File: config.mk
export PLATFORM = sky130hd
export DESIGN_NAME = ninjin_axi_arbiter_flat
export DESIGN_NICKNAME = d
export VERILOG_FILES = /design/src/hdl/ninjin_pkg.sv /design/src/hdl/ninjin_axi_if.sv /design/src/hdl/ninjin_axi_arbiter.sv /design/src/flat_wrapper.sv
export SDC_FILE = /design/constraint.sdc
export NUM_CORES = 1
export LEC_CHECK = 0
export ABC_CLOCK_PERIOD_IN_PS = 1500
export BUFFER_PORTS_ARGS = -buffer_cell sky130_fd_sc_hd__clkbuf_2
export CAP_MARGIN = 20
export CORE_AREA = 2 2 149 151
export CTS_CLUSTER_SIZE = 28
export DETAILED_ROUTE_END_ITERATION = 10
export DIE_AREA = 0 0 151 153
export SETUP_SLACK_MARGIN = 0.1
export SYNTH_ARGS = -nofsm -noshare
export SYNTH_HDL_FRONTEND = slang
export SYNTH_SLANG_ARGS = --single-unit
File: constraint.sdc
create_clock -name clk -period 1.5 [get_ports clk]
set_clock_uncertainty 0.05 [all_clocks]
set_input_delay 0.15 -clock clk [delete_from_list [all_inputs] [get_ports clk]]
set_output_delay 0.15 -clock clk [all_outputs]
set_load 0.02 [all_outputs]
File: src/hdl/ninjin_pkg.sv
package ninjin_pkg;

  // ==================================================
  // bus response codes
  // ==================================================

  typedef enum logic [1:0] {
    OKAY   = 2'b00,
    EXOKAY = 2'b01,
    SLVERR = 2'b10,
    DECERR = 2'b11
  } axi_resp_t;

  // ==================================================
  // memory test result
  // ==================================================

  // each bit sticky until the next start
  typedef struct packed {
    logic diff;
    logic wresp;
    logic rresp;
    logic any;
  } mtest_err_t;

  // bytes moved by one full-width beat
  function automatic int beat_bytes(input int data_width);
    return data_width / 8;
  endfunction

  // slave and decode errors both count as failures
  function automatic logic resp_is_err(input axi_resp_t resp);
    return resp == SLVERR || resp == DECERR;
  endfunction

endpackage

File: src/hdl/ninjin_axi_if.sv
`timescale 1ns/10ps

interface ninjin_axi_if
  import ninjin_pkg::*;
#(
  parameter int DATA_WIDTH = 32,
  parameter int ADDR_WIDTH = 16
);

  // write address
  logic                  awvalid;
  logic                  awready;
  logic [ADDR_WIDTH-1:0] awaddr;
  logic [7:0]            awlen;
  // write data
  logic                  wvalid;
  logic                  wready;
  logic [DATA_WIDTH-1:0] wdata;
  logic                  wlast;
  // write response
  logic                  bvalid;
  logic                  bready;
  axi_resp_t             bresp;
  // read address
  logic                  arvalid;
  logic                  arready;
  logic [ADDR_WIDTH-1:0] araddr;
  logic [7:0]            arlen;
  // read data
  logic                  rvalid;
  logic                  rready;
  logic [DATA_WIDTH-1:0] rdata;
  axi_resp_t             rresp;
  logic                  rlast;

  modport master (
    output awvalid, awaddr, awlen, wvalid, wdata, wlast, bready,
    output arvalid, araddr, arlen, rready,
    input  awready, wready, bvalid, bresp, arready, rvalid, rdata, rresp, rlast
  );

  modport slave (
    input  awvalid, awaddr, awlen, wvalid, wdata, wlast, bready,
    input  arvalid, araddr, arlen, rready,
    output awready, wready, bvalid, bresp, arready, rvalid, rdata, rresp, rlast
  );

endinterface

File: src/hdl/ninjin_axi_arbiter.sv
`timescale 1ns/10ps

module ninjin_axi_arbiter (
  input logic          clk,
  input logic          xrst,
  ninjin_axi_if.slave  m0,
  ninjin_axi_if.slave  m1,
  ninjin_axi_if.master mem
);

  logic busy;
  logic owner;
  logic last_win;
  logic wr_grant;
  logic req0;
  logic req1;
  logic winner;
  logic sel_w;
  logic sel_r;
  logic burst_end;

  assign req0   = m0.awvalid || m0.arvalid;
  assign req1   = m1.awvalid || m1.arvalid;
  // on a tie the master that lost last time wins
  assign winner = (req0 && req1) ? !last_win : req1;
  assign sel_w  = busy && wr_grant;
  assign sel_r  = busy && !wr_grant;
  assign burst_end = (sel_w && mem.bvalid && mem.bready)
                  || (sel_r && mem.rvalid && mem.rready && mem.rlast);

  always_ff @(posedge clk) begin
    if (!xrst) begin
      busy     <= 1'b0;
      owner    <= 1'b0;
      last_win <= 1'b1;
      wr_grant <= 1'b0;
    end else if (!busy && (req0 || req1)) begin
      busy     <= 1'b1;
      owner    <= winner;
      last_win <= winner;
      wr_grant <= winner ? m1.awvalid : m0.awvalid;
    end else if (burst_end) begin
      busy <= 1'b0;
    end
  end

  // owner to memory
  assign mem.awvalid = sel_w && (owner ? m1.awvalid : m0.awvalid);
  assign mem.awaddr  = owner ? m1.awaddr : m0.awaddr;
  assign mem.awlen   = owner ? m1.awlen : m0.awlen;
  assign mem.wvalid  = sel_w && (owner ? m1.wvalid : m0.wvalid);
  assign mem.wdata   = owner ? m1.wdata : m0.wdata;
  assign mem.wlast   = owner ? m1.wlast : m0.wlast;
  assign mem.bready  = sel_w && (owner ? m1.bready : m0.bready);
  assign mem.arvalid = sel_r && (owner ? m1.arvalid : m0.arvalid);
  assign mem.araddr  = owner ? m1.araddr : m0.araddr;
  assign mem.arlen   = owner ? m1.arlen : m0.arlen;
  assign mem.rready  = sel_r && (owner ? m1.rready : m0.rready);

  // memory back to the owner only
  assign m0.awready = sel_w && !owner && mem.awready;
  assign m0.wready  = sel_w && !owner && mem.wready;
  assign m0.bvalid  = sel_w && !owner && mem.bvalid;
  assign m0.bresp   = mem.bresp;
  assign m0.arready = sel_r && !owner && mem.arready;
  assign m0.rvalid  = sel_r && !owner && mem.rvalid;
  assign m0.rdata   = mem.rdata;
  assign m0.rresp   = mem.rresp;
  assign m0.rlast   = mem.rlast;
  assign m1.awready = sel_w && owner && mem.awready;
  assign m1.wready  = sel_w && owner && mem.wready;
  assign m1.bvalid  = sel_w && owner && mem.bvalid;
  assign m1.bresp   = mem.bresp;
  assign m1.arready = sel_r && owner && mem.arready;
  assign m1.rvalid  = sel_r && owner && mem.rvalid;
  assign m1.rdata   = mem.rdata;
  assign m1.rresp   = mem.rresp;
  assign m1.rlast   = mem.rlast;

  // grant is released only once the owner has nothing left to send
  assert property (@(posedge clk) disable iff (!xrst)
    burst_end |-> !(owner ? (m1.awvalid || m1.wvalid || m1.arvalid)
                          : (m0.awvalid || m0.wvalid || m0.arvalid)));
  // memory answers only inside a granted burst of the same kind
  assert property (@(posedge clk) disable iff (!xrst)
    (!mem.bvalid || sel_w) && (!mem.rvalid || sel_r));

endmodule

File: src/flat_wrapper.sv
// flat-port wrapper written by rule: the top's interface ports become plain ports
module ninjin_axi_arbiter_flat 
  (clk, xrst, m0_awvalid, m0_awaddr, m0_awlen, m0_wvalid, m0_wdata, m0_wlast, m0_bready, m0_arvalid, m0_araddr, m0_arlen, m0_rready, m0_awready, m0_wready, m0_bvalid, m0_bresp, m0_arready, m0_rvalid, m0_rdata, m0_rresp, m0_rlast, m1_awvalid, m1_awaddr, m1_awlen, m1_wvalid, m1_wdata, m1_wlast, m1_bready, m1_arvalid, m1_araddr, m1_arlen, m1_rready, m1_awready, m1_wready, m1_bvalid, m1_bresp, m1_arready, m1_rvalid, m1_rdata, m1_rresp, m1_rlast, mem_awvalid, mem_awaddr, mem_awlen, mem_wvalid, mem_wdata, mem_wlast, mem_bready, mem_arvalid, mem_araddr, mem_arlen, mem_rready, mem_awready, mem_wready, mem_bvalid, mem_bresp, mem_arready, mem_rvalid, mem_rdata, mem_rresp, mem_rlast);
  ninjin_axi_if m0_i ();
  ninjin_axi_if m1_i ();
  ninjin_axi_if mem_i ();
  input logic clk;
  input logic xrst;
  input wire logic [$bits(m0_i.awvalid)-1:0] m0_awvalid;
  input wire logic [$bits(m0_i.awaddr)-1:0] m0_awaddr;
  input wire logic [$bits(m0_i.awlen)-1:0] m0_awlen;
  input wire logic [$bits(m0_i.wvalid)-1:0] m0_wvalid;
  input wire logic [$bits(m0_i.wdata)-1:0] m0_wdata;
  input wire logic [$bits(m0_i.wlast)-1:0] m0_wlast;
  input wire logic [$bits(m0_i.bready)-1:0] m0_bready;
  input wire logic [$bits(m0_i.arvalid)-1:0] m0_arvalid;
  input wire logic [$bits(m0_i.araddr)-1:0] m0_araddr;
  input wire logic [$bits(m0_i.arlen)-1:0] m0_arlen;
  input wire logic [$bits(m0_i.rready)-1:0] m0_rready;
  output wire logic [$bits(m0_i.awready)-1:0] m0_awready;
  output wire logic [$bits(m0_i.wready)-1:0] m0_wready;
  output wire logic [$bits(m0_i.bvalid)-1:0] m0_bvalid;
  output wire logic [$bits(m0_i.bresp)-1:0] m0_bresp;
  output wire logic [$bits(m0_i.arready)-1:0] m0_arready;
  output wire logic [$bits(m0_i.rvalid)-1:0] m0_rvalid;
  output wire logic [$bits(m0_i.rdata)-1:0] m0_rdata;
  output wire logic [$bits(m0_i.rresp)-1:0] m0_rresp;
  output wire logic [$bits(m0_i.rlast)-1:0] m0_rlast;
  input wire logic [$bits(m1_i.awvalid)-1:0] m1_awvalid;
  input wire logic [$bits(m1_i.awaddr)-1:0] m1_awaddr;
  input wire logic [$bits(m1_i.awlen)-1:0] m1_awlen;
  input wire logic [$bits(m1_i.wvalid)-1:0] m1_wvalid;
  input wire logic [$bits(m1_i.wdata)-1:0] m1_wdata;
  input wire logic [$bits(m1_i.wlast)-1:0] m1_wlast;
  input wire logic [$bits(m1_i.bready)-1:0] m1_bready;
  input wire logic [$bits(m1_i.arvalid)-1:0] m1_arvalid;
  input wire logic [$bits(m1_i.araddr)-1:0] m1_araddr;
  input wire logic [$bits(m1_i.arlen)-1:0] m1_arlen;
  input wire logic [$bits(m1_i.rready)-1:0] m1_rready;
  output wire logic [$bits(m1_i.awready)-1:0] m1_awready;
  output wire logic [$bits(m1_i.wready)-1:0] m1_wready;
  output wire logic [$bits(m1_i.bvalid)-1:0] m1_bvalid;
  output wire logic [$bits(m1_i.bresp)-1:0] m1_bresp;
  output wire logic [$bits(m1_i.arready)-1:0] m1_arready;
  output wire logic [$bits(m1_i.rvalid)-1:0] m1_rvalid;
  output wire logic [$bits(m1_i.rdata)-1:0] m1_rdata;
  output wire logic [$bits(m1_i.rresp)-1:0] m1_rresp;
  output wire logic [$bits(m1_i.rlast)-1:0] m1_rlast;
  output wire logic [$bits(mem_i.awvalid)-1:0] mem_awvalid;
  output wire logic [$bits(mem_i.awaddr)-1:0] mem_awaddr;
  output wire logic [$bits(mem_i.awlen)-1:0] mem_awlen;
  output wire logic [$bits(mem_i.wvalid)-1:0] mem_wvalid;
  output wire logic [$bits(mem_i.wdata)-1:0] mem_wdata;
  output wire logic [$bits(mem_i.wlast)-1:0] mem_wlast;
  output wire logic [$bits(mem_i.bready)-1:0] mem_bready;
  output wire logic [$bits(mem_i.arvalid)-1:0] mem_arvalid;
  output wire logic [$bits(mem_i.araddr)-1:0] mem_araddr;
  output wire logic [$bits(mem_i.arlen)-1:0] mem_arlen;
  output wire logic [$bits(mem_i.rready)-1:0] mem_rready;
  input wire logic [$bits(mem_i.awready)-1:0] mem_awready;
  input wire logic [$bits(mem_i.wready)-1:0] mem_wready;
  input wire logic [$bits(mem_i.bvalid)-1:0] mem_bvalid;
  input wire logic [$bits(mem_i.bresp)-1:0] mem_bresp;
  input wire logic [$bits(mem_i.arready)-1:0] mem_arready;
  input wire logic [$bits(mem_i.rvalid)-1:0] mem_rvalid;
  input wire logic [$bits(mem_i.rdata)-1:0] mem_rdata;
  input wire logic [$bits(mem_i.rresp)-1:0] mem_rresp;
  input wire logic [$bits(mem_i.rlast)-1:0] mem_rlast;
  assign m0_i.awvalid = m0_awvalid;
  assign m0_i.awaddr = m0_awaddr;
  assign m0_i.awlen = m0_awlen;
  assign m0_i.wvalid = m0_wvalid;
  assign m0_i.wdata = m0_wdata;
  assign m0_i.wlast = m0_wlast;
  assign m0_i.bready = m0_bready;
  assign m0_i.arvalid = m0_arvalid;
  assign m0_i.araddr = m0_araddr;
  assign m0_i.arlen = m0_arlen;
  assign m0_i.rready = m0_rready;
  assign m0_awready = m0_i.awready;
  assign m0_wready = m0_i.wready;
  assign m0_bvalid = m0_i.bvalid;
  assign m0_bresp = m0_i.bresp;
  assign m0_arready = m0_i.arready;
  assign m0_rvalid = m0_i.rvalid;
  assign m0_rdata = m0_i.rdata;
  assign m0_rresp = m0_i.rresp;
  assign m0_rlast = m0_i.rlast;
  assign m1_i.awvalid = m1_awvalid;
  assign m1_i.awaddr = m1_awaddr;
  assign m1_i.awlen = m1_awlen;
  assign m1_i.wvalid = m1_wvalid;
  assign m1_i.wdata = m1_wdata;
  assign m1_i.wlast = m1_wlast;
  assign m1_i.bready = m1_bready;
  assign m1_i.arvalid = m1_arvalid;
  assign m1_i.araddr = m1_araddr;
  assign m1_i.arlen = m1_arlen;
  assign m1_i.rready = m1_rready;
  assign m1_awready = m1_i.awready;
  assign m1_wready = m1_i.wready;
  assign m1_bvalid = m1_i.bvalid;
  assign m1_bresp = m1_i.bresp;
  assign m1_arready = m1_i.arready;
  assign m1_rvalid = m1_i.rvalid;
  assign m1_rdata = m1_i.rdata;
  assign m1_rresp = m1_i.rresp;
  assign m1_rlast = m1_i.rlast;
  assign mem_awvalid = mem_i.awvalid;
  assign mem_awaddr = mem_i.awaddr;
  assign mem_awlen = mem_i.awlen;
  assign mem_wvalid = mem_i.wvalid;
  assign mem_wdata = mem_i.wdata;
  assign mem_wlast = mem_i.wlast;
  assign mem_bready = mem_i.bready;
  assign mem_arvalid = mem_i.arvalid;
  assign mem_araddr = mem_i.araddr;
  assign mem_arlen = mem_i.arlen;
  assign mem_rready = mem_i.rready;
  assign mem_i.awready = mem_awready;
  assign mem_i.wready = mem_wready;
  assign mem_i.bvalid = mem_bvalid;
  assign mem_i.bresp = mem_bresp;
  assign mem_i.arready = mem_arready;
  assign mem_i.rvalid = mem_rvalid;
  assign mem_i.rdata = mem_rdata;
  assign mem_i.rresp = mem_rresp;
  assign mem_i.rlast = mem_rlast;
  ninjin_axi_arbiter u_core (.clk(clk), .xrst(xrst), .m0(m0_i), .m1(m1_i), .mem(mem_i));
endmodule
# Word level (Yosys, flattened, before mapping)
# Index checks and enable logic that the tools add are counted.
# totals
register_bits	4
wordCells	56
in_bits	216
# op_classes
n_mux	15
reduce_logical	37
# op_table
op	n
$mux W16	2
$mux W32	1
$logic_and A1 B1 Y1	28
$mux W8	2
$mux W1	10
$logic_not A1 Y1	4
$logic_or A1 B1 Y1	4
$reduce_bool A2 Y1	1

# Logic depth before layout (Yosys ltp)
# depth
word_depth	8
ltp_mapped	5
ltp_nobuf	3

# Worst setup path after synthesis
# No wires, ideal clock.
# synth_timing
kind	reg-to-output
start	register u_core.owner
end	output port m0_arready
arrival_time_ns	1.239
stages_incl_launch_ff	5
n_path_buf	3
required_ns	1.300
setup_slack_ns	0.061
cell_sequence	dfxtp_1 buf_4 buf_6 buf_2 nor3b_1
# synth_between
elab_chain_cells	3
# synth_rtl
item	line	text
from (decl)	ninjin_axi_arbiter.sv:12	logic owner;
from (signal assigned)	ninjin_axi_arbiter.sv:39	owner <= winner;
$logic_not A1 Y1	ninjin_axi_arbiter.sv:65	assign m0.arready = sel_r && !owner && mem.arready;
$logic_and A1 B1 Y1 (2 in a row)	ninjin_axi_arbiter.sv:65	
to (decl)	flat_wrapper.sv:24	output wire logic [$bits(m0_i.arready)-1:0] m0_arready;
# No other way between the ends.

# Final worst setup path
# layout_timing
start	register u_core.owner
end	output port mem_wdata[20]
# layout_between
elab_chain_cells	1
# layout_rtl
item	line	text
$mux W32	ninjin_axi_arbiter.sv:52	assign mem.wdata = owner ? m1.wdata : m0.wdata;
to (decl)	flat_wrapper.sv:53	output wire logic [$bits(mem_i.wdata)-1:0] mem_wdata;
# No other way between the ends.

==> out/results.txt <==
The leakage component of the power is 2.22 nW. The tools report the level count of the clock H-tree as 1. The design draws 2.77 mW. The portion of the clock cycle consumed by the worst path in the final layout was 110%. The number of warnings reported in the yosys synthesis log is 0. For the number of maximum-capacitance violations, the log shows 0. Launching point of the worst reg2reg path: u_core.busy. Before antenna repair, the detailed router went through 4 iterations. Global routing consumed, on the met1 layer, 8.55% of the routing resources. For this run, the top clock speed supported by timing is 0.607 GHz. Across the VDD grid, the largest voltage drop is 0.000210 V.

Power spread over the standard cell area amounts to 642 mW/mm2. Among all cell types in the netlist, the one instantiated most often is sky130_fd_sc_hd__buf_4. Cells with a size suffix above 1 make up 91.9% of the layout. For the maximum root-to-sink buffer count, the log shows 2. The count of nets left with antenna violations once routing finished came out at 0. The min-delay analysis places its worst path in the category input port to flop. The number of remaining DRC errors came out at 0.

For met3 alone, demand over resource in global routing was 3.79%. For the share of synthesized area occupied by flip-flops and latches, the log shows 3.96%. At the later pin of the worst-skew pair, clock insertion delay measures 0.23 ns.

The tools report the estimated wirelength of the detail-placed design as 8.25 mm. The width of the chip is 151 um, and the transition time at the pin with the least slew margin is 0.285 ns. Global routing finished with a remaining overflow of 0. The final-report hold violation count is 0. Wires add up to 10.9 mm. In this run the most critical hold path is launched from xrst.

Final hold analysis gives a worst-case slack of 0.125 ns. The worst pin sits at a relative slew slack of 80.8%. Global routing consumed, on the met2 layer, 13.1% of the routing resources. Port buffering added 277 buffers. The post-route minimum period came out at 1.65 ns. The number of antenna violations at the first check in global routing is 1, and the overall via count from detail_route is 2397.

By count the netlist is led by sky130_fd_sc_hd__buf_4, sky130_fd_sc_hd__mux2_2, sky130_fd_sc_hd__mux2_4. After global routing, the most crowded layer is met2. The cell area reported after detailed placement was 0.00326 mm2. The average wire per cell in the routed design was 15.3 um; the required time at the endpoint of the critical path was 1.30 ns. After the last flow step, the layout net total stands at 649. The number of cells on the worst hold path works out to 2. Global routing used 7.59% of the available tracks across all layers. The setup total negative slack came out at -7.79 ns.

Setup violations remaining at the end of the flow were counted as 83. After technology mapping, the gate count stands at 215. A synthesized cell averages 9.40 um2. Measured in cells, the most critical reg-to-reg path has a length of 3. The most instantiated flip-flop cell in the synthesis netlist is sky130_fd_sc_hd__dfxtp_1. Once layout is done, the placed cells without fillers occupy 0.00432 mm2.

When the netlist entered floorplanning its net count stood at 431. Worst setup slack after placement: 0.0346 ns. Setup repair after global routing could not meet its margin everywhere.

The top cell type by total area after synthesis is sky130_fd_sc_hd__mux2_2. The final reports fail on setup timing. The core region is 0.0215 mm2. In this run, synthesis inferred 0 flip-flops with an integrated enable.

Entering global routing, the biggest net connects 18 pins. In this run the worst setup path begins at u_core.owner. The first-pass GRT wire length is 12.7 mm, and the detail-routed via count per cell is 3.37. The maximum fanout count along the critical path was 7.

The clock-pin slew of the registers on the worst-case setup and hold paths works out to 0.03 ns. Summing every instance area after synthesis gives 0.00202 mm2. In this run, the number of DRC markers left after iteration 0 of detailed routing was 46. The signed area change from the synthesized netlist to the final layout was 114%; the register bit count reported by yosys was 4. The count of unique library cells instantiated by Yosys is 22.

STA classifies the critical path endpoint as a primary output. Pin placement for this block handled 386 I/O pins. TritonCTS created 3 clock buffers.

The critical path in this run is classified as flop to primary output. Fraction of synthesis flops using an asynchronous set or reset pin: 0%. STA classifies the critical path startpoint as a flop. The run gives 9.40% as the initial standard-cell utilization of the core.

TritonCTS built the clock tree. The row count is 54, and the area fraction of the dominant cell type after synthesis is 30.7%. The floorplan step defined a die boundary enclosing 0.0231 mm2. The library cell used as clock root buffer is sky130_fd_sc_hd__clkbuf_16. STA puts the critical path data arrival time at 1.45 ns.

Routability-driven placement finished with a final weighted congestion of 0.697. Ranked by total cell area, the synthesized netlist is headed by sky130_fd_sc_hd__mux2_2, sky130_fd_sc_hd__buf_4, sky130_fd_sc_hd__mux2_4. The repair_antennas step left the layout with diodes totalling 0. The floorplan step set the die height to 153 um. The flow ran to the end, but the final reports show violations. The tools report the post-layout worst setup margin as -0.147 ns.

The max-slew violation total from the final report was 0; the via count of the first global-routing pass was 2249. Counting every sink on the clock net gives 4.
## stage by stage
stage                     instances  util (%)
after floorplan                 215         -
after global placement          700      15.2
after detailed placement        700      15.2
after CTS                       709      17.6
after global routing            712      20.1
final                           712      20.1
## final cells by class
cell class	count	area, um2
fillers	2339	17200
clock buffers	4	78.8
repair buffers	299	2280
flip-flops and latches	4	91.3
well taps	280	350
multi-input cells	125	1520
## cell families after synthesis
family	after synthesis	synth area share (%)
AO/OA/AOI/OAI	11	3.84
buffers and inverters	86	31.8
flip-flops	4	3.96
multiplexers	86	52.4
AND/OR/NAND/NOR	28	7.93
## sequential cells by signal, indices dropped and copies added (netlist names)
name and cells:
u_core.last_win 1, u_core.wr_grant 1, u_core.busy 1, u_core.owner 1
## routing by layer
metal / wire [um] / vias up
met5: 10 / -
met4: 128 / 2
met3: 1370 / 16
met2: 5290 / 188
met1: 4090 / 1076
li1: - / 1115
## cells in the final DEF, fill, tap and decap left out, types with 2 or more instances in the layout
master / netlist / layout
sky130_fd_sc_hd__nand2_1: 2 / 2
sky130_fd_sc_hd__a21oi_1: 2 / 2
sky130_fd_sc_hd__and3_1: 5 / 3
sky130_fd_sc_hd__buf_4: 75 / 9
sky130_fd_sc_hd__mux2_4: 26 / 72
sky130_fd_sc_hd__mux2i_1: 5 / 3
sky130_fd_sc_hd__dfxtp_4: 0 / 3
sky130_fd_sc_hd__a21boi_0: 2 / 2
sky130_fd_sc_hd__clkbuf_8: 0 / 3
sky130_fd_sc_hd__buf_12: 0 / 4
sky130_fd_sc_hd__buf_8: 0 / 24
sky130_fd_sc_hd__o21ai_0: 3 / 3
sky130_fd_sc_hd__clkbuf_16: 0 / 6
sky130_fd_sc_hd__nor2_1: 8 / 8
sky130_fd_sc_hd__buf_16: 0 / 3
sky130_fd_sc_hd__nor3b_1: 6 / 3
sky130_fd_sc_hd__nor3b_2: 0 / 3
sky130_fd_sc_hd__and3_4: 0 / 2
sky130_fd_sc_hd__clkbuf_2: 0 / 196
sky130_fd_sc_hd__mux2_2: 55 / 9
sky130_fd_sc_hd__buf_6: 4 / 49
sky130_fd_sc_hd__buf_2: 7 / 7
## report_power, final
part	internal (mW)	switching (mW)	total [mW]
Sequential	0.128	0.0317	0.160
Clock	0.352	0.0846	0.437
Combinational	1.24	0.931	2.18
## worst max-delay path, stage by stage, from the launching register on
cell and delay [ns]:
sky130_fd_sc_hd__dfxtp_4 0.44, sky130_fd_sc_hd__buf_12 0.17, sky130_fd_sc_hd__clkbuf_16 0.16, sky130_fd_sc_hd__mux2_4 0.31
sky130_fd_sc_hd__buf_6 0.13
## repair_timing
| item | in CTS | in global routing |
|---|---|---|
| gates resized for setup | 80 | 215 |
| endpoints found under the setup margin | 96 | 97 |
| cloned | 3 | 3 |
| hold buffers | 0 | 0 |
| buffers inserted | 2 | 0 |
## worst paths after layout
kind / to / slack, ns
worst min-delay path: u_core.last_win / 0.12
worst min register to register: u_core.wr_grant / 0.53
worst max register to register: u_core.owner / 0.21
worst max-delay path: mem_wdata[20] / -0.15
Power figures use the tool's default switching activity.
