## src/hdl/ninjin_pkg.sv

```systemverilog
package ninjin_pkg;

  // ==================================================
  // bus response codes
  // ==================================================

  typedef enum logic [1:0] {
    OKAY   = 2'b00,
    EXOKAY = 2'b01,
    SLVERR = 2'b10,
    DECERR = 2'b11
  } axi_resp_t;

  // ==================================================
  // memory test result
  // ==================================================

  // each bit sticky until the next start
  typedef struct packed {
    logic diff;
    logic wresp;
    logic rresp;
    logic any;
  } mtest_err_t;

  // bytes moved by one full-width beat
  function automatic int beat_bytes(input int data_width);
    return data_width / 8;
  endfunction

  // slave and decode errors both count as failures
  function automatic logic resp_is_err(input axi_resp_t resp);
    return resp == SLVERR || resp == DECERR;
  endfunction

endpackage

```

## src/hdl/ninjin_axi_if.sv

```systemverilog
`timescale 1ns/10ps

interface ninjin_axi_if
  import ninjin_pkg::*;
#(
  parameter int DATA_WIDTH = 32,
  parameter int ADDR_WIDTH = 16
);

  // write address
  logic                  awvalid;
  logic                  awready;
  logic [ADDR_WIDTH-1:0] awaddr;
  logic [7:0]            awlen;
  // write data
  logic                  wvalid;
  logic                  wready;
  logic [DATA_WIDTH-1:0] wdata;
  logic                  wlast;
  // write response
  logic                  bvalid;
  logic                  bready;
  axi_resp_t             bresp;
  // read address
  logic                  arvalid;
  logic                  arready;
  logic [ADDR_WIDTH-1:0] araddr;
  logic [7:0]            arlen;
  // read data
  logic                  rvalid;
  logic                  rready;
  logic [DATA_WIDTH-1:0] rdata;
  axi_resp_t             rresp;
  logic                  rlast;

  modport master (
    output awvalid, awaddr, awlen, wvalid, wdata, wlast, bready,
    output arvalid, araddr, arlen, rready,
    input  awready, wready, bvalid, bresp, arready, rvalid, rdata, rresp, rlast
  );

  modport slave (
    input  awvalid, awaddr, awlen, wvalid, wdata, wlast, bready,
    input  arvalid, araddr, arlen, rready,
    output awready, wready, bvalid, bresp, arready, rvalid, rdata, rresp, rlast
  );

endinterface

```

## src/hdl/ninjin_m_axi_image.sv

```systemverilog
`timescale 1ns/10ps

module ninjin_m_axi_image
  import ninjin_pkg::*;
#(
  parameter int                    DATA_WIDTH   = 32,
  parameter int                    ADDR_WIDTH   = 16,
  parameter int                    BURST_LEN    = 16,
  parameter int                    TOTAL_LEN    = 8,
  parameter logic [DATA_WIDTH-1:0] PATTERN_SEED = '0
) (
  input  logic                  clk,
  input  logic                  xrst,
  input  logic                  req,
  input  logic [ADDR_WIDTH-1:0] ddr_base,
  output logic                  ack,
  output mtest_err_t            err,
  ninjin_axi_if.master          bus
);

  localparam int BURST_BYTES = BURST_LEN * beat_bytes(DATA_WIDTH);
  // bursts needed to cover 2^TOTAL_LEN bytes
  localparam int NUM_BURSTS  = (2 ** TOTAL_LEN) / BURST_BYTES;
  localparam int CNT_W       = $clog2(NUM_BURSTS + 1);
  localparam int IDX_W       = (BURST_LEN > 1) ? $clog2(BURST_LEN) : 1;

  typedef enum logic [1:0] {
    S_IDLE,
    S_WRITE,
    S_READ,
    S_COMP
  } state_t;

  state_t                state;
  logic                  req_d;
  logic                  start;
  logic                  wr_active;
  logic                  rd_active;
  logic                  issue_w;
  logic                  issue_r;
  logic                  aw_hs;
  logic                  w_hs;
  logic                  b_hs;
  logic                  ar_hs;
  logic                  r_hs;
  logic                  last_burst;
  logic [CNT_W-1:0]      burst_cnt;
  logic [IDX_W-1:0]      wr_idx;
  logic [DATA_WIDTH-1:0] exp_data;
  mtest_err_t            err_new;

  // ==================================================
  // sequencing
  // ==================================================

  assign start      = req && !req_d && state == S_IDLE;
  assign issue_w    = state == S_WRITE && !wr_active;
  assign issue_r    = state == S_READ && !rd_active;
  assign aw_hs      = bus.awvalid && bus.awready;
  assign w_hs       = bus.wvalid && bus.wready;
  assign b_hs       = bus.bvalid && bus.bready;
  assign ar_hs      = bus.arvalid && bus.arready;
  assign r_hs       = bus.rvalid && bus.rready;
  assign last_burst = burst_cnt == CNT_W'(NUM_BURSTS);

  always_ff @(posedge clk) begin
    if (!xrst) begin
      req_d <= 1'b0;
      state <= S_IDLE;
    end else begin
      req_d <= req;
      case (state)
        S_IDLE: begin
          if (start)
            state <= S_WRITE;
        end
        S_WRITE: begin
          if (b_hs && last_burst)
            state <= S_READ;
        end
        S_READ: begin
          if (r_hs && bus.rlast && last_burst)
            state <= S_COMP;
        end
        // compare lasts one cycle
        default:
          state <= S_IDLE;
      endcase
    end
  end

  // ==================================================
  // bus channels
  // ==================================================

  assign bus.awlen = 8'(BURST_LEN - 1);
  assign bus.arlen = 8'(BURST_LEN - 1);
  assign bus.wlast = wr_idx == IDX_W'(BURST_LEN - 1);

  // one burst in flight, address and data raised together
  always_ff @(posedge clk) begin
    if (!xrst) begin
      wr_active   <= 1'b0;
      rd_active   <= 1'b0;
      bus.awvalid <= 1'b0;
      bus.wvalid  <= 1'b0;
      bus.arvalid <= 1'b0;
      bus.bready  <= 1'b0;
      bus.rready  <= 1'b0;
      burst_cnt   <= '0;
      wr_idx      <= '0;
    end else begin
      if (issue_w) begin
        wr_active   <= 1'b1;
        bus.awvalid <= 1'b1;
        bus.wvalid  <= 1'b1;
      end else begin
        if (aw_hs)
          bus.awvalid <= 1'b0;
        if (w_hs && bus.wlast)
          bus.wvalid <= 1'b0;
        if (b_hs)
          wr_active <= 1'b0;
      end
      if (issue_r) begin
        rd_active   <= 1'b1;
        bus.arvalid <= 1'b1;
      end else begin
        if (ar_hs)
          bus.arvalid <= 1'b0;
        if (r_hs && bus.rlast)
          rd_active <= 1'b0;
      end
      if (w_hs)
        wr_idx <= bus.wlast ? '0 : wr_idx + 1'b1;
      // registered readys, one stall beat before the first accept
      if (b_hs)
        bus.bready <= 1'b0;
      else if (bus.bvalid)
        bus.bready <= 1'b1;
      if (bus.rvalid)
        bus.rready <= !(bus.rlast && bus.rready);
      if (start || (b_hs && last_burst))
        burst_cnt <= '0;
      else if (aw_hs || ar_hs)
        burst_cnt <= burst_cnt + 1'b1;
    end
  end

  always_ff @(posedge clk) begin
    if (start) begin
      bus.awaddr <= ddr_base;
      bus.araddr <= ddr_base;
      bus.wdata  <= PATTERN_SEED;
      exp_data   <= PATTERN_SEED;
    end else begin
      if (aw_hs)
        bus.awaddr <= bus.awaddr + ADDR_WIDTH'(BURST_BYTES);
      if (ar_hs)
        bus.araddr <= bus.araddr + ADDR_WIDTH'(BURST_BYTES);
      if (w_hs)
        bus.wdata <= bus.wdata + 1'b1;
      if (r_hs)
        exp_data <= exp_data + 1'b1;
    end
  end

  // ==================================================
  // result
  // ==================================================

  always_comb begin
    err_new.diff  = r_hs && bus.rdata != exp_data;
    err_new.wresp = b_hs && resp_is_err(bus.bresp);
    err_new.rresp = r_hs && resp_is_err(bus.rresp);
    err_new.any   = err_new.diff || err_new.wresp || err_new.rresp;
  end

  always_ff @(posedge clk) begin
    if (!xrst || start) begin
      ack <= 1'b0;
      err <= '0;
    end else begin
      if (state == S_COMP)
        ack <= 1'b1;
      err <= mtest_err_t'(err | err_new);
    end
  end

  // request channels hold their address until accepted
  assert property (@(posedge clk) disable iff (!xrst)
    bus.awvalid && !bus.awready |=> bus.awvalid && $stable(bus.awaddr));
  assert property (@(posedge clk) disable iff (!xrst)
    bus.arvalid && !bus.arready |=> bus.arvalid && $stable(bus.araddr));

endmodule

```

## src/flat_wrapper.sv

```systemverilog
// flat-port wrapper written by rule: the top's interface ports become plain ports
module ninjin_m_axi_image_flat import ninjin_pkg::*;
#(
  parameter int                    DATA_WIDTH   = 32,
  parameter int                    ADDR_WIDTH   = 16,
  parameter int                    BURST_LEN    = 16,
  parameter int                    TOTAL_LEN    = 8,
  parameter logic [DATA_WIDTH-1:0] PATTERN_SEED = '0
)
  (clk, xrst, req, ddr_base, ack, err, bus_awvalid, bus_awaddr, bus_awlen, bus_wvalid, bus_wdata, bus_wlast, bus_bready, bus_arvalid, bus_araddr, bus_arlen, bus_rready, bus_awready, bus_wready, bus_bvalid, bus_bresp, bus_arready, bus_rvalid, bus_rdata, bus_rresp, bus_rlast);
  ninjin_axi_if #(.DATA_WIDTH(DATA_WIDTH), .ADDR_WIDTH(ADDR_WIDTH)) bus_i ();
  input  logic clk;
  input  logic xrst;
  input  logic req;
  input  logic [ADDR_WIDTH-1:0] ddr_base;
  output logic ack;
  output mtest_err_t err;
  output wire logic [$bits(bus_i.awvalid)-1:0] bus_awvalid;
  output wire logic [$bits(bus_i.awaddr)-1:0] bus_awaddr;
  output wire logic [$bits(bus_i.awlen)-1:0] bus_awlen;
  output wire logic [$bits(bus_i.wvalid)-1:0] bus_wvalid;
  output wire logic [$bits(bus_i.wdata)-1:0] bus_wdata;
  output wire logic [$bits(bus_i.wlast)-1:0] bus_wlast;
  output wire logic [$bits(bus_i.bready)-1:0] bus_bready;
  output wire logic [$bits(bus_i.arvalid)-1:0] bus_arvalid;
  output wire logic [$bits(bus_i.araddr)-1:0] bus_araddr;
  output wire logic [$bits(bus_i.arlen)-1:0] bus_arlen;
  output wire logic [$bits(bus_i.rready)-1:0] bus_rready;
  input wire logic [$bits(bus_i.awready)-1:0] bus_awready;
  input wire logic [$bits(bus_i.wready)-1:0] bus_wready;
  input wire logic [$bits(bus_i.bvalid)-1:0] bus_bvalid;
  input wire logic [$bits(bus_i.bresp)-1:0] bus_bresp;
  input wire logic [$bits(bus_i.arready)-1:0] bus_arready;
  input wire logic [$bits(bus_i.rvalid)-1:0] bus_rvalid;
  input wire logic [$bits(bus_i.rdata)-1:0] bus_rdata;
  input wire logic [$bits(bus_i.rresp)-1:0] bus_rresp;
  input wire logic [$bits(bus_i.rlast)-1:0] bus_rlast;
  assign bus_awvalid = bus_i.awvalid;
  assign bus_awaddr = bus_i.awaddr;
  assign bus_awlen = bus_i.awlen;
  assign bus_wvalid = bus_i.wvalid;
  assign bus_wdata = bus_i.wdata;
  assign bus_wlast = bus_i.wlast;
  assign bus_bready = bus_i.bready;
  assign bus_arvalid = bus_i.arvalid;
  assign bus_araddr = bus_i.araddr;
  assign bus_arlen = bus_i.arlen;
  assign bus_rready = bus_i.rready;
  assign bus_i.awready = bus_awready;
  assign bus_i.wready = bus_wready;
  assign bus_i.bvalid = bus_bvalid;
  assign bus_i.bresp = bus_bresp;
  assign bus_i.arready = bus_arready;
  assign bus_i.rvalid = bus_rvalid;
  assign bus_i.rdata = bus_rdata;
  assign bus_i.rresp = bus_rresp;
  assign bus_i.rlast = bus_rlast;
  ninjin_m_axi_image #(.DATA_WIDTH(DATA_WIDTH), .ADDR_WIDTH(ADDR_WIDTH), .BURST_LEN(BURST_LEN), .TOTAL_LEN(TOTAL_LEN), .PATTERN_SEED(PATTERN_SEED)) u_core (.clk(clk), .xrst(xrst), .req(req), .ddr_base(ddr_base), .ack(ack), .err(err), .bus(bus_i));
endmodule
```

## config.mk

```make
export PLATFORM = sky130hd
export DESIGN_NAME = ninjin_m_axi_image_flat
export DESIGN_NICKNAME = d
export VERILOG_FILES = /design/src/hdl/ninjin_pkg.sv /design/src/hdl/ninjin_axi_if.sv /design/src/hdl/ninjin_m_axi_image.sv /design/src/flat_wrapper.sv
export SDC_FILE = /design/constraint.sdc
export NUM_CORES = 1
export LEC_CHECK = 0
export BUFFER_PORTS_ARGS = -buffer_cell sky130_fd_sc_hd__buf_2
export CORE_ASPECT_RATIO = 1.2
export CORE_MARGIN = 5
export CORE_UTILIZATION = 50
export CTS_CLUSTER_DIAMETER = 80
export CTS_CLUSTER_SIZE = 25
export DETAILED_ROUTE_END_ITERATION = 7
export GPL_TIMING_DRIVEN = 1
export HOLD_SLACK_MARGIN = 0.1
export PLACE_DENSITY = 0.83
export SETUP_SLACK_MARGIN = 0.15
export SLEW_MARGIN = 20
export SYNTH_ARGS = -nofsm -noshare
export SYNTH_HDL_FRONTEND = slang
export SYNTH_SLANG_ARGS = --single-unit
```

## constraint.sdc

```tcl
create_clock -name clk -period 2 [get_ports clk]
set_input_delay 0.6 -clock clk [delete_from_list [all_inputs] [get_ports clk]]
set_output_delay 0.6 -clock clk [all_outputs]
set_load 0.03 [all_outputs]
```

# Word-level counts from Yosys, hierarchy flattened
# Index checks and enable logic that the tools add are counted.
[op_classes]
add_sub_neg = 6
eq_ne = 13
n_mux = 19
bitwise = 2
n_reduce_logical = 40
[ops]
columns = ["cell", "count"]
rows = [
  ["$add 32x1->32 const B", 2],
  ["$mux 16", 4],
  ["$add 16x7->16 const B", 2],
  ["$ne 32x32->1", 1],
  ["$logic_and 1x1->1", 17],
  ["$reduce_bool 2->1", 7],
  ["$eq 2x2->1 const B", 6],
  ["$mux 1", 10],
  ["$logic_or 1x1->1", 7],
  ["$mux 2", 3],
  ["$pmux 2 s3", 1],
  ["$logic_not 1->1", 5],
  ["$add 4x1->4 const B", 1],
  ["$eq 4x4->1 const B", 1],
  ["$mux 4", 1],
  ["$ne 2x2->1 const B", 2],
  ["$or 4x4->4", 1],
  ["$reduce_or 2->1", 2],
  ["$add 3x1->3 const B", 1],
  ["$eq 3x3->1 const B", 1],
  ["$reduce_and 3->1", 1],
  ["$eq 2x1->1 const B", 1],
  ["$logic_not 2->1", 1],
  ["$ne 2x1->1 const B", 1],
  ["$not 1->1", 1],
]
[totals]
inputBits = 61
word_cells = 100
ff_bits = 118

# Longest topological paths before layout
# Gate-level depths: netlist (run 1).
[logic_depth]
depth_word = 6
ltp_mapped = 7

# Least setup slack after synthesis (run 1)
# Ideal clock, no wire load.
[synth_path]
path_type = "reg-to-reg"
from = "reg u_core.bus.wdata[0]"
to = "reg u_core.bus.wdata[28]"
t_arrival_ps = 1780
path_stages_with_launch = 7
slack_ps = 83
period_less_slack_ps = 1917
setup_time_ps = 138
path_cell_list = "dfxtp_1 > ha_1 > nand3_1 > nor4_4 > nand4_1 > xor2_1 > nor2_1"
[synth_via]
elab_chain_cells = 1
[synth_rtl]
columns = ["element", "line", "text"]
rows = [
  ["start, declared", "ninjin_axi_if.sv:37", "output awvalid, awaddr, awlen, wvalid, wdata, wlast, bready,"],
  ["start signal, assigned", "ninjin_m_axi_image.sv:162", "bus.wdata <= bus.wdata + 1'b1;"],
  ["$add 32x1->32", "ninjin_m_axi_image.sv:162", ""],
]
# No other way between the ends.
# A chain may end at the register's enable or synchronous reset.

# Worst setup path in the final report (run 1)
[layout_path]
from = "reg u_core.wr_idx[0]"
to = "out bus_wlast"
[layout_via]
elab_chain_cells = 1
[layout_rtl]
columns = ["element", "line", "text"]
rows = [
  ["start, declared", "ninjin_m_axi_image.sv:48", "logic [IDX_W-1:0] wr_idx;"],
  ["start signal, assigned", "ninjin_m_axi_image.sv:135", "wr_idx <= bus.wlast ? '0 : wr_idx + 1'b1;"],
  ["$eq 4x4->1", "ninjin_m_axi_image.sv:98", "assign bus.wlast = wr_idx == IDX_W'(BURST_LEN - 1);"],
  ["end, declared", "flat_wrapper.sv:23", "output wire logic [$bits(bus_i.wlast)-1:0] bus_wlast;"],
]
# No other way between the ends.

==> results of run 1 <==
[sequential cells by signal, summed over array words and instances, names as in the netlist, 2 cells and up]
register           count
u_core.burst_cnt       3
u_core.bus.araddr     11
u_core.bus.awaddr     15
u_core.bus.wdata      32
u_core.err             4
u_core.exp_data       32
u_core.state           2
u_core.wr_idx          4
[layer usage]
metal / routed length [µm] / global-route usage / part of all wire
met1: 5211 / 0.2119 / 0.40
met2: 6880 / 0.3450 / 0.52
met3: 746 / 0.03763 / 0.057
met4: 350 / 0.09070 / 0.027
met5: 0 / 0 / 0
[synth_stat cells (all sizes together), types with 2 or more instances]
cell type  number
edfxtp         26
dfxtp          86
a31oi           2
and2           14
nand2          45
xor2           61
nand2b          5
nor2b           2
mux2i           2
clkbuf         19
inv            10
a21oi          25
o21ai           5
xnor2          52
conb            2
and3           16
nor2           93
ha             11
nand3          34
buf            24
nand4          37
and4           10
nor4            5
nor3            3
[worst max path at each step]
stage	endpoint	cells past startpoint	slack, ns
2_1_floorplan	u_core.bus.araddr[10]	6	0.14
3_3_place_gp	u_core.err[3]	7	-0.02
3_5_place_dp	u_core.err[3]	7	-0.008
4_1_cts	u_core.bus.araddr[7]	5	0.13
5_1_grt	bus_wlast	3	0.16
6_report	bus_wlast	3	0.20
[cell families after synthesis]
family,share of synthesized area
muxes,0.003605
AOI/OAI and AO/OA,0.04235
adders and majority gates,0.02478
and+or+nand+nor,0.2478
xor gates and xnor gates,0.1782
other,0.001352
DFF,0.4506
buffers and inverters,0.05136
[worst reg2reg max path, stage by stage, from the launching register on]
cell	delay [ns]
dfxtp_1	0.51
nand4_4	0.16
nor4_4	0.42
buf_4	0.20
nand4_1	0.10
xor2_1	0.19
nor2_1	0.06
[area by class of cell]
type | instances | area [µm²]
Inverter | 10 | 42.54
Tap cell | 132 | 165.2
Timing Repair Buffer | 154 | 854.6
Sequential cell | 112 | 2506
Multi-Input combinational cell | 451 | 2835
Clock buffer | 9 | 225.2
Clock inverter | 7 | 56.30
Fill cell | 941 | 4293
Timing Repair inverter | 1 | 5.005
[power by group]
group	total (mW)	switching (mW)	internal (mW)	leakage, nW
logic	2.11	1.40	0.716	1.78
clock network	1.70	0.838	0.861	0.142
registers	3.04	0.300	2.74	0.943
total	6.85	2.53	4.31	2.87
[repair_timing]
item	in CTS	in global routing
gates resized for setup	5	7
setup buffers	0	2
cloned	0	1
hold endpoints to repair	0	0
endpoints found under the setup margin	28	35
pin swaps	0	1
[metrics by stage]
step	instance area, µm²	setup WS [ns]	power [mW]
2_1_floorplan	5608	0.1383	4.539
3_3_place_gp	6359	-0.01664	5.066
3_5_place_dp	6359	-0.007645	5.153
4_1_cts	6653	0.1267	6.865
5_1_grt	6690	0.1566	7.216
6_report	6690	0.1972	6.849
==> results.tsv, run 1 <==
metric	value	unit
ys.flop_type	dfxtp_1	
fp.dieH	125.5	µm
hold_viol	0	
cts_buffers	9	
floorplan.initialDensity	0.5057	
ant_nets	0	
final-setup-viol-count	0	
finish.utilization	0.6091	
nets	811	
p_per_area	1024	nW/µm²
synth-async-reset-ratio	0	
num_rows	42	
ios	152	
crit_path_start	u_core.wr_idx[0]	
synth_edf_count	26	
crit_slowest_cell	dfxtp_2	
gp_congestion	0.8653	
antenna_cells	0	
core	10980	µm²
die-width	106.2	µm
worstHoldPathType	reg2reg	
fin_hold_ws	0.4529	ns
grt_pass1_wl	20960	µm
synthCells	602	
maxCapViolCount	0	
dr.first_iter.drc_count	179	
firstDrtPassIters	4	
die_area	13320	µm²
final_common_cell	buf_2	
required	1.40	ns
slowest_delay	0.34	ns
yosys.area.top_type_share	0.3100	
final_cell_mix	buf_2 (132), nor2_1 (92), dfxtp_1 (83), xor2_1 (61), xnor2_1 (52)	
reg2reg_from	u_core.exp_data[4]	
peakVddDrop	0.0005013	V
insertion_delay	0.35	ns
hpwl	10080	µm
postCtsHoldBufs	0	
cp_max_fo	3	
fin_cells	876	
routedWlPerCell	15.05	µm
vias_per_cell	5.328	
synth.distinct_cells	47	
power_leakage	2.869	nW
status	completed	
drt-total-wl	13190	µm
grt_use_total	0.1907	
ff2ff_path_depth	6	
crit_family	flip-flops	
cts_tree	done	
setup_tns	0	ns
end_kind	output pin	
min_period	1.803	ns
grt_max_degree	31	
clk_path_buf_depth	2	
fmax	554.7	MHz
htreeDepth	3	
clock-root-buffer	clkbuf_16	
slew_violations	0	
grt_pass1_vias	4624	
num_vias	4667	
grt-ovfl-total	0	
path_cells	ha_1 -> and3_4 -> buf_6	
crit_path_start_kind	register	
grt_setup_unrepaired	no	
drive_gt1_frac	0.2554	
cts_sinks	112	
synth_area_leaders	dfxtp_1 (31%), edfxtp_1 (14%), xor2_1 (9.6%)	
synth_top_area_cell	dfxtp_1	
min_path_cells	2	
synth_warnings	0	
reg2reg_slack	0.25	ns
path_clk_slew	0.07	ns
syn_area	5554	µm²
drc	0	
r2r-end	u_core.exp_data[25]	
yosysSeqAreaShare	0.4506	
crit_type	reg2out	
dp.cells	857	
fin_skew	0.004728	ns
syn2layout_area_growth	20.46	%
portBuffers	133	
whs_endpoint	u_core.rd_active	
min-delay-start	u_core.rd_active	
min_period_over_period	0.9014	
synth_seq_cells	112	
avgSynthCellArea	9.226	µm²
critical_path_arrival	1.20	ns
critPathBufInv	1	
antenna_found_initial	0	
(Power assumes the default switching activity.)
==> inputs of run 2 (changes only) <==
CORE_MARGIN = 1   (was 5)
RECOVER_POWER = 100   (was default)
==> run 2 against run 1 <==
  * Largest power group unchanged
  * Clock skew increased by 0.0050 ns
  * Critical endpoint unchanged
  * Sequential share of layout area increased by 0.78 points
  * Critical path depth unchanged
  * Wire length decreased by 5.3%
  * Worst setup slack got worse by 0.037 ns
  * Largest cell class unchanged
  * The flow now finishes with violations (design-rule violations)
==> results.tsv, run 2 (synthesis gave the netlist of run 1 again) <==
metric	value	unit	change
status	finished, violations left		
violations	design-rule violations		
portBuffers	133		unchanged
path_cells	ha_1 -> and3_4 -> buf_6		
clock-root-buffer	clkbuf_16		
grt_setup_unrepaired	no		
power_leakage	2.564	nW	-11%
cp_max_fo	3		unchanged
htreeDepth	3		unchanged
postCtsHoldBufs	0		unchanged
floorplan.initialDensity	0.5205		+0.01482
final_common_cell	nor2_1		
cts_buffers	9		unchanged
vias_per_cell	5.335		+0.14%
reg2reg_from	u_core.bus.wdata[6]		
path_clk_slew	0.07	ns	about the same
core	10670	µm²	-2.8%
maxCapViolCount	0		unchanged
worstHoldPathType	reg2reg		
final_cell_mix	nor2_1 (92), dfxtp_1 (81), clkbuf_1 (77), xor2_1 (61), buf_2 (57)		
antenna_found_initial	0		unchanged
min-delay-start	u_core.wr_active		
grt_pass1_vias	4461		-3.5%
critPathBufInv	1		unchanged
critical_path_arrival	1.24	ns	+0.04 ns
clk_path_buf_depth	2		unchanged
p_per_area	1026	nW/µm²	+0.25%
final-setup-viol-count	0		unchanged
firstDrtPassIters	8		+4
ios	152		unchanged
min_period_over_period	0.9200		+0.01863
die-width	98.21	µm	-7.5%
num_vias	4647		-0.43%
crit_path_start	u_core.wr_idx[0]		
drt-total-wl	12500	µm	-5.3%
antenna_cells	0		unchanged
cts_sinks	112		unchanged
crit_type	reg2out		
gp_congestion	0.8360		-3.4%
grt_max_degree	47		+52%
peakVddDrop	0.0006671	V	+33%
routedWlPerCell	14.35	µm	-4.7%
design_area	6560	µm²	-1.9%
fmax	543.5	MHz	-2.0%
slew_violations	0		unchanged
fp.dieH	117.5	µm	-6.4%
syn2layout_area_growth	18.11	%	
crit_slowest_cell	dfxtp_1		
drc	15		+15
nets	809		-0.25%
num_rows	41		-2.4%
fin_hold_ws	0.4532	ns	+0.0002560 ns
relSlewSlack	0.6559		
dr.first_iter.drc_count	219		+22%
die_area	11540	µm²	-13%
hpwl	9206	µm	-8.7%
min_period	1.840	ns	+0.03726 ns
top_regs	u_core.bus.wdata x32, u_core.exp_data x32, u_core.bus.awaddr x15		
grt_use_total	0.2181		+0.02741
ant_nets	0		unchanged
required	1.40	ns	about the same
nFillCells	952		+1.2%
grt_pass1_wl	20620	µm	-1.6%
total_power	6.733	mW	-1.7%
end_kind	output pin		
worst_pin_slew	0.5159	ns	
hold_viol	0		unchanged
slowest_delay	0.38	ns	+0.04 ns
insertion_delay	0.35	ns	about the same
crit_path_start_kind	register		
postPlaceCellArea	6325	µm²	-0.53%
grt-ovfl-total	0		unchanged
drive_gt1_frac	0.1523		-0.1031
fin_skew	0.009681	ns	+0.004953 ns
cts_tree	done		
crit_family	flip-flops		
[run 2: cell types whose count changed in the layout (fill, tap and decap cells not counted), moves of 3 or more]
cell and delta:
buf_4 -4, clkbuf_1 +77, and2_1 -3, and2_0 +3
buf_2 -75
[run 2: layout make-up]
type / instances / area (µm²) / share of cell area
well taps: 129 / 161.4 / 0.02460
repair buffers: 153 / 728.2 / 0.1110
clock inverters: 7 / 56.30 / 0.008583
inverters: 10 / 40.04 / 0.006103
clock buffers: 9 / 225.2 / 0.03433
flip-flops and latches: 112 / 2509 / 0.3824
multi-input cells: 451 / 2840 / 0.4330
[run 2: through the flow]
stage	cells	utilization	worst slack [ns]	setup TNS (ns)
2_1_floorplan	616	-	0.1383	0
3_3_place_gp	850	0.5928	0.01088	0
3_5_place_dp	850	0.5928	-0.05635	-0.06073
4_1_cts	866	0.6197	0.1388	0
5_1_grt	871	0.6148	0.06024	0
6_report	871	0.6148	0.1599	0
[run 2: metal layers]
| metal | part of all wire | GRT usage | up-vias |
|---|---|---|---|
| met2 | 0.52 | 0.3913 | 144 |
| met4 | 0.017 | 0.07649 | 0 |
| li1 | - | - | 2270 |
| met1 | 0.41 | 0.2591 | 2214 |
| met5 | 0 | 0 | - |
| met3 | 0.053 | 0.03919 | 19 |
[run 2: worst paths after layout]
check / endpoint / slack, ns / cells after the start
min reg2reg: u_core.wr_active / 0.45 / 2
max: bus_wlast / 0.16 / 3
max reg2reg: u_core.bus.wdata[14] / 0.20 / 7
min: u_core.wr_active / 0.45 / 2
[run 2: repair_timing]
item,CTS,global route
setup endpoints to repair,11,62
endpoints found under the hold margin,0,0
resized for setup,3,12
pin swaps,0,3
buffers inserted,0,5
[run 2: power breakdown]
group	internal, mW	switching [mW]	leakage, nW	total [mW]
registers	2.74	0.305	0.943	3.05
logic	0.599	1.38	1.48	1.98
clock network	0.860	0.844	0.136	1.70
total	4.20	2.53	2.56	6.73
[run 2: worst register-to-register path, cell delays in order, from the launching register on]
cell and delay [ns]:
dfxtp_1 0.42, nand4_1 0.21, buf_4 0.21, nor4_4 0.19
clkbuf_2 0.28, nand4_1 0.14, xor2_1 0.18, nor2_1 0.05
==> inputs of run 3 (changes only) <==
PLACE_DENSITY = 0.77   (was 0.83)
==> run 3 against run 2 <==
  * The run still ends with design-rule violations left
  * Worst hold slack worse by 0.0013 ns
  * Worst setup slack got worse by 0.0059 ns
  * Fmax is 0.32% lower
  * Critical path depth unchanged
  * Utilization shrank 0.16 points
  * First-iteration DRC count down 19%
  * Final area is 0.27% lower
  * Combinational power is essentially flat
  * Clock power about the same
  * Flip-flop and latch count stayed put
  * Register-to-register slack hardly changed
  * Count of clock-buffer cells in the layout unchanged
  * Largest cell class unchanged
==> results.tsv, run 3 (synthesis gave the netlist of run 1 again) <==
metric	value	unit	change
worstHoldPathType	reg2reg		
postCtsHoldBufs	0		unchanged
cts_tree	done		
relSlewSlack	0.6652		+0.009284
min_period_over_period	0.9230		+0.002966
grt_pass1_vias	4463		+0.045%
clk_path_buf_depth	2		unchanged
crit_family	flip-flops		
path_clk_slew	0.07	ns	about the same
crit_slowest_cell	dfxtp_1		
nets	806		-0.37%
worst_pin_slew	0.5019	ns	-0.01392 ns
slowest_delay	0.38	ns	about the same
hpwl	9064	µm	-1.5%
end_kind	output pin		
p_per_area	1025	nW/µm²	-0.14%
peakVddDrop	0.0004890	V	-27%
grt_setup_unrepaired	yes		
grt-ovfl-total	0		unchanged
grt_use_total	0.2130		-0.005151
routedWlPerCell	13.78	µm	-3.9%
fp.dieH	117.5	µm	unchanged
num_rows	41		unchanged
ios	152		unchanged
critPathBufInv	1		unchanged
htreeDepth	3		unchanged
antenna_found_initial	0		unchanged
fmax	541.7	MHz	-0.32%
total_power	6.706	mW	-0.40%
gp_congestion	0.8286		-0.89%
drc	8		-7
grt_pass1_wl	20000	µm	-3.0%
die-width	98.21	µm	unchanged
final-setup-viol-count	0		unchanged
finish.utilization	0.6132		-0.001641
grt_max_degree	51		+8.5%
floorplan.initialDensity	0.5205		unchanged
num_vias	4551		-2.1%
drt-total-wl	11970	µm	-4.2%
dr.first_iter.drc_count	177		-19%
top_regs	u_core.bus.wdata x32, u_core.exp_data x32, u_core.bus.awaddr x15		
slew_violations	0		unchanged
firstDrtPassIters	8		unchanged
violations	design-rule violations		
crit_path_start_kind	register		
power_leakage	2.558	nW	-0.24%
drive_gt1_frac	0.1461		-0.006148
clock-root-buffer	clkbuf_16		
insertion_delay	0.35	ns	about the same
fin_skew	0.01084	ns	+0.001156 ns
required	1.40	ns	about the same
vias_per_cell	5.243		-1.7%
critical_path_arrival	1.25	ns	about the same
maxCapViolCount	0		unchanged
final_cell_mix	nor2_1 (92), dfxtp_1 (83), clkbuf_1 (77), xor2_1 (61), buf_2 (57)		
min_period	1.846	ns	+0.005933 ns
final_common_cell	nor2_1		
antenna_cells	0		unchanged
hold_viol	0		unchanged
syn2layout_area_growth	17.80	%	
portBuffers	133		unchanged
path_cells	ha_1 -> and3_4 -> buf_6		
crit_type	reg2out		
cts_buffers	9		unchanged
cp_max_fo	3		unchanged
core	10670	µm²	unchanged
ant_nets	0		unchanged
status	finished, violations left		
cts_sinks	112		unchanged
die_area	11540	µm²	unchanged
[run 3: cell types whose count changed in the layout (fill, tap and decap cells not counted), moves of 2 or more]
cell / change
and2_0: +2
and2_1: -2
buf_4: -3
dfxtp_1: +2
dfxtp_2: -2
nand2_1: -2
nand2_2: +2
nand3_1: +2
nand3_2: -2
[run 3: worst paths after layout]
path,cells past startpoint,start,slack (ns),to
max,3,u_core.wr_idx[0],0.15,bus_wlast
min,2,u_core.wr_active,0.45,u_core.wr_active
max reg2reg,7,u_core.state[1],0.19,u_core.err[0]
min reg2reg,2,u_core.wr_active,0.45,u_core.wr_active
[run 3: repair_timing]
| item | CTS | global route |
|---|---|---|
| resized for setup | 3 | 8 |
| buffers inserted | 0 | 0 |
| endpoints found under the setup margin | 2 | 71 |
[run 3: tightest hold or removal path, stage by stage, from the launching register on]
cell and delay (ns):
dfxtp_1 0.31, nand2_1 0.05, a21oi_1 0.05
[run 3: report_power, final]
group | internal (mW) | leakage, nW | switching (mW)
clock | 0.858 | 0.140 | 0.845
combinational | 0.604 | 1.48 | 1.36
sequential | 2.74 | 0.943 | 0.302
[run 3: area by class of cell]
class	instances	area (µm²)
clock buffers	9	225.2
multi-input cells	451	2834
repair buffers	150	720.7
fillers	996	4128
inverters	10	40.04
well taps	129	161.4
flip-flops and latches	112	2506
clock inverters	7	55.05
[run 3: per-layer routing]
metal	up-vias	wire length, µm	GRT usage
met5	-	0	0
met4	0	171	0.07463
met3	9	526	0.03563
met2	116	6294	0.3908
met1	2155	4972	0.2471
li1	2271	-	-
[run 3: metrics by stage]
step	hold WS, ns	setup WS, ns	std cells	setup TNS, ns	cell area (µm²)
final	0.4518	0.1540	868	0	6543
after floorplan	0.4268	0.1383	616	0	5608
after CTS	0.4560	0.1459	868	0	6629
after detailed placement	0.4460	-0.0003419	852	-0.0003419	6340
after global placement	0.4345	-0.004145	852	-0.004145	6340
after global routing	0.4821	0.08493	868	0	6543
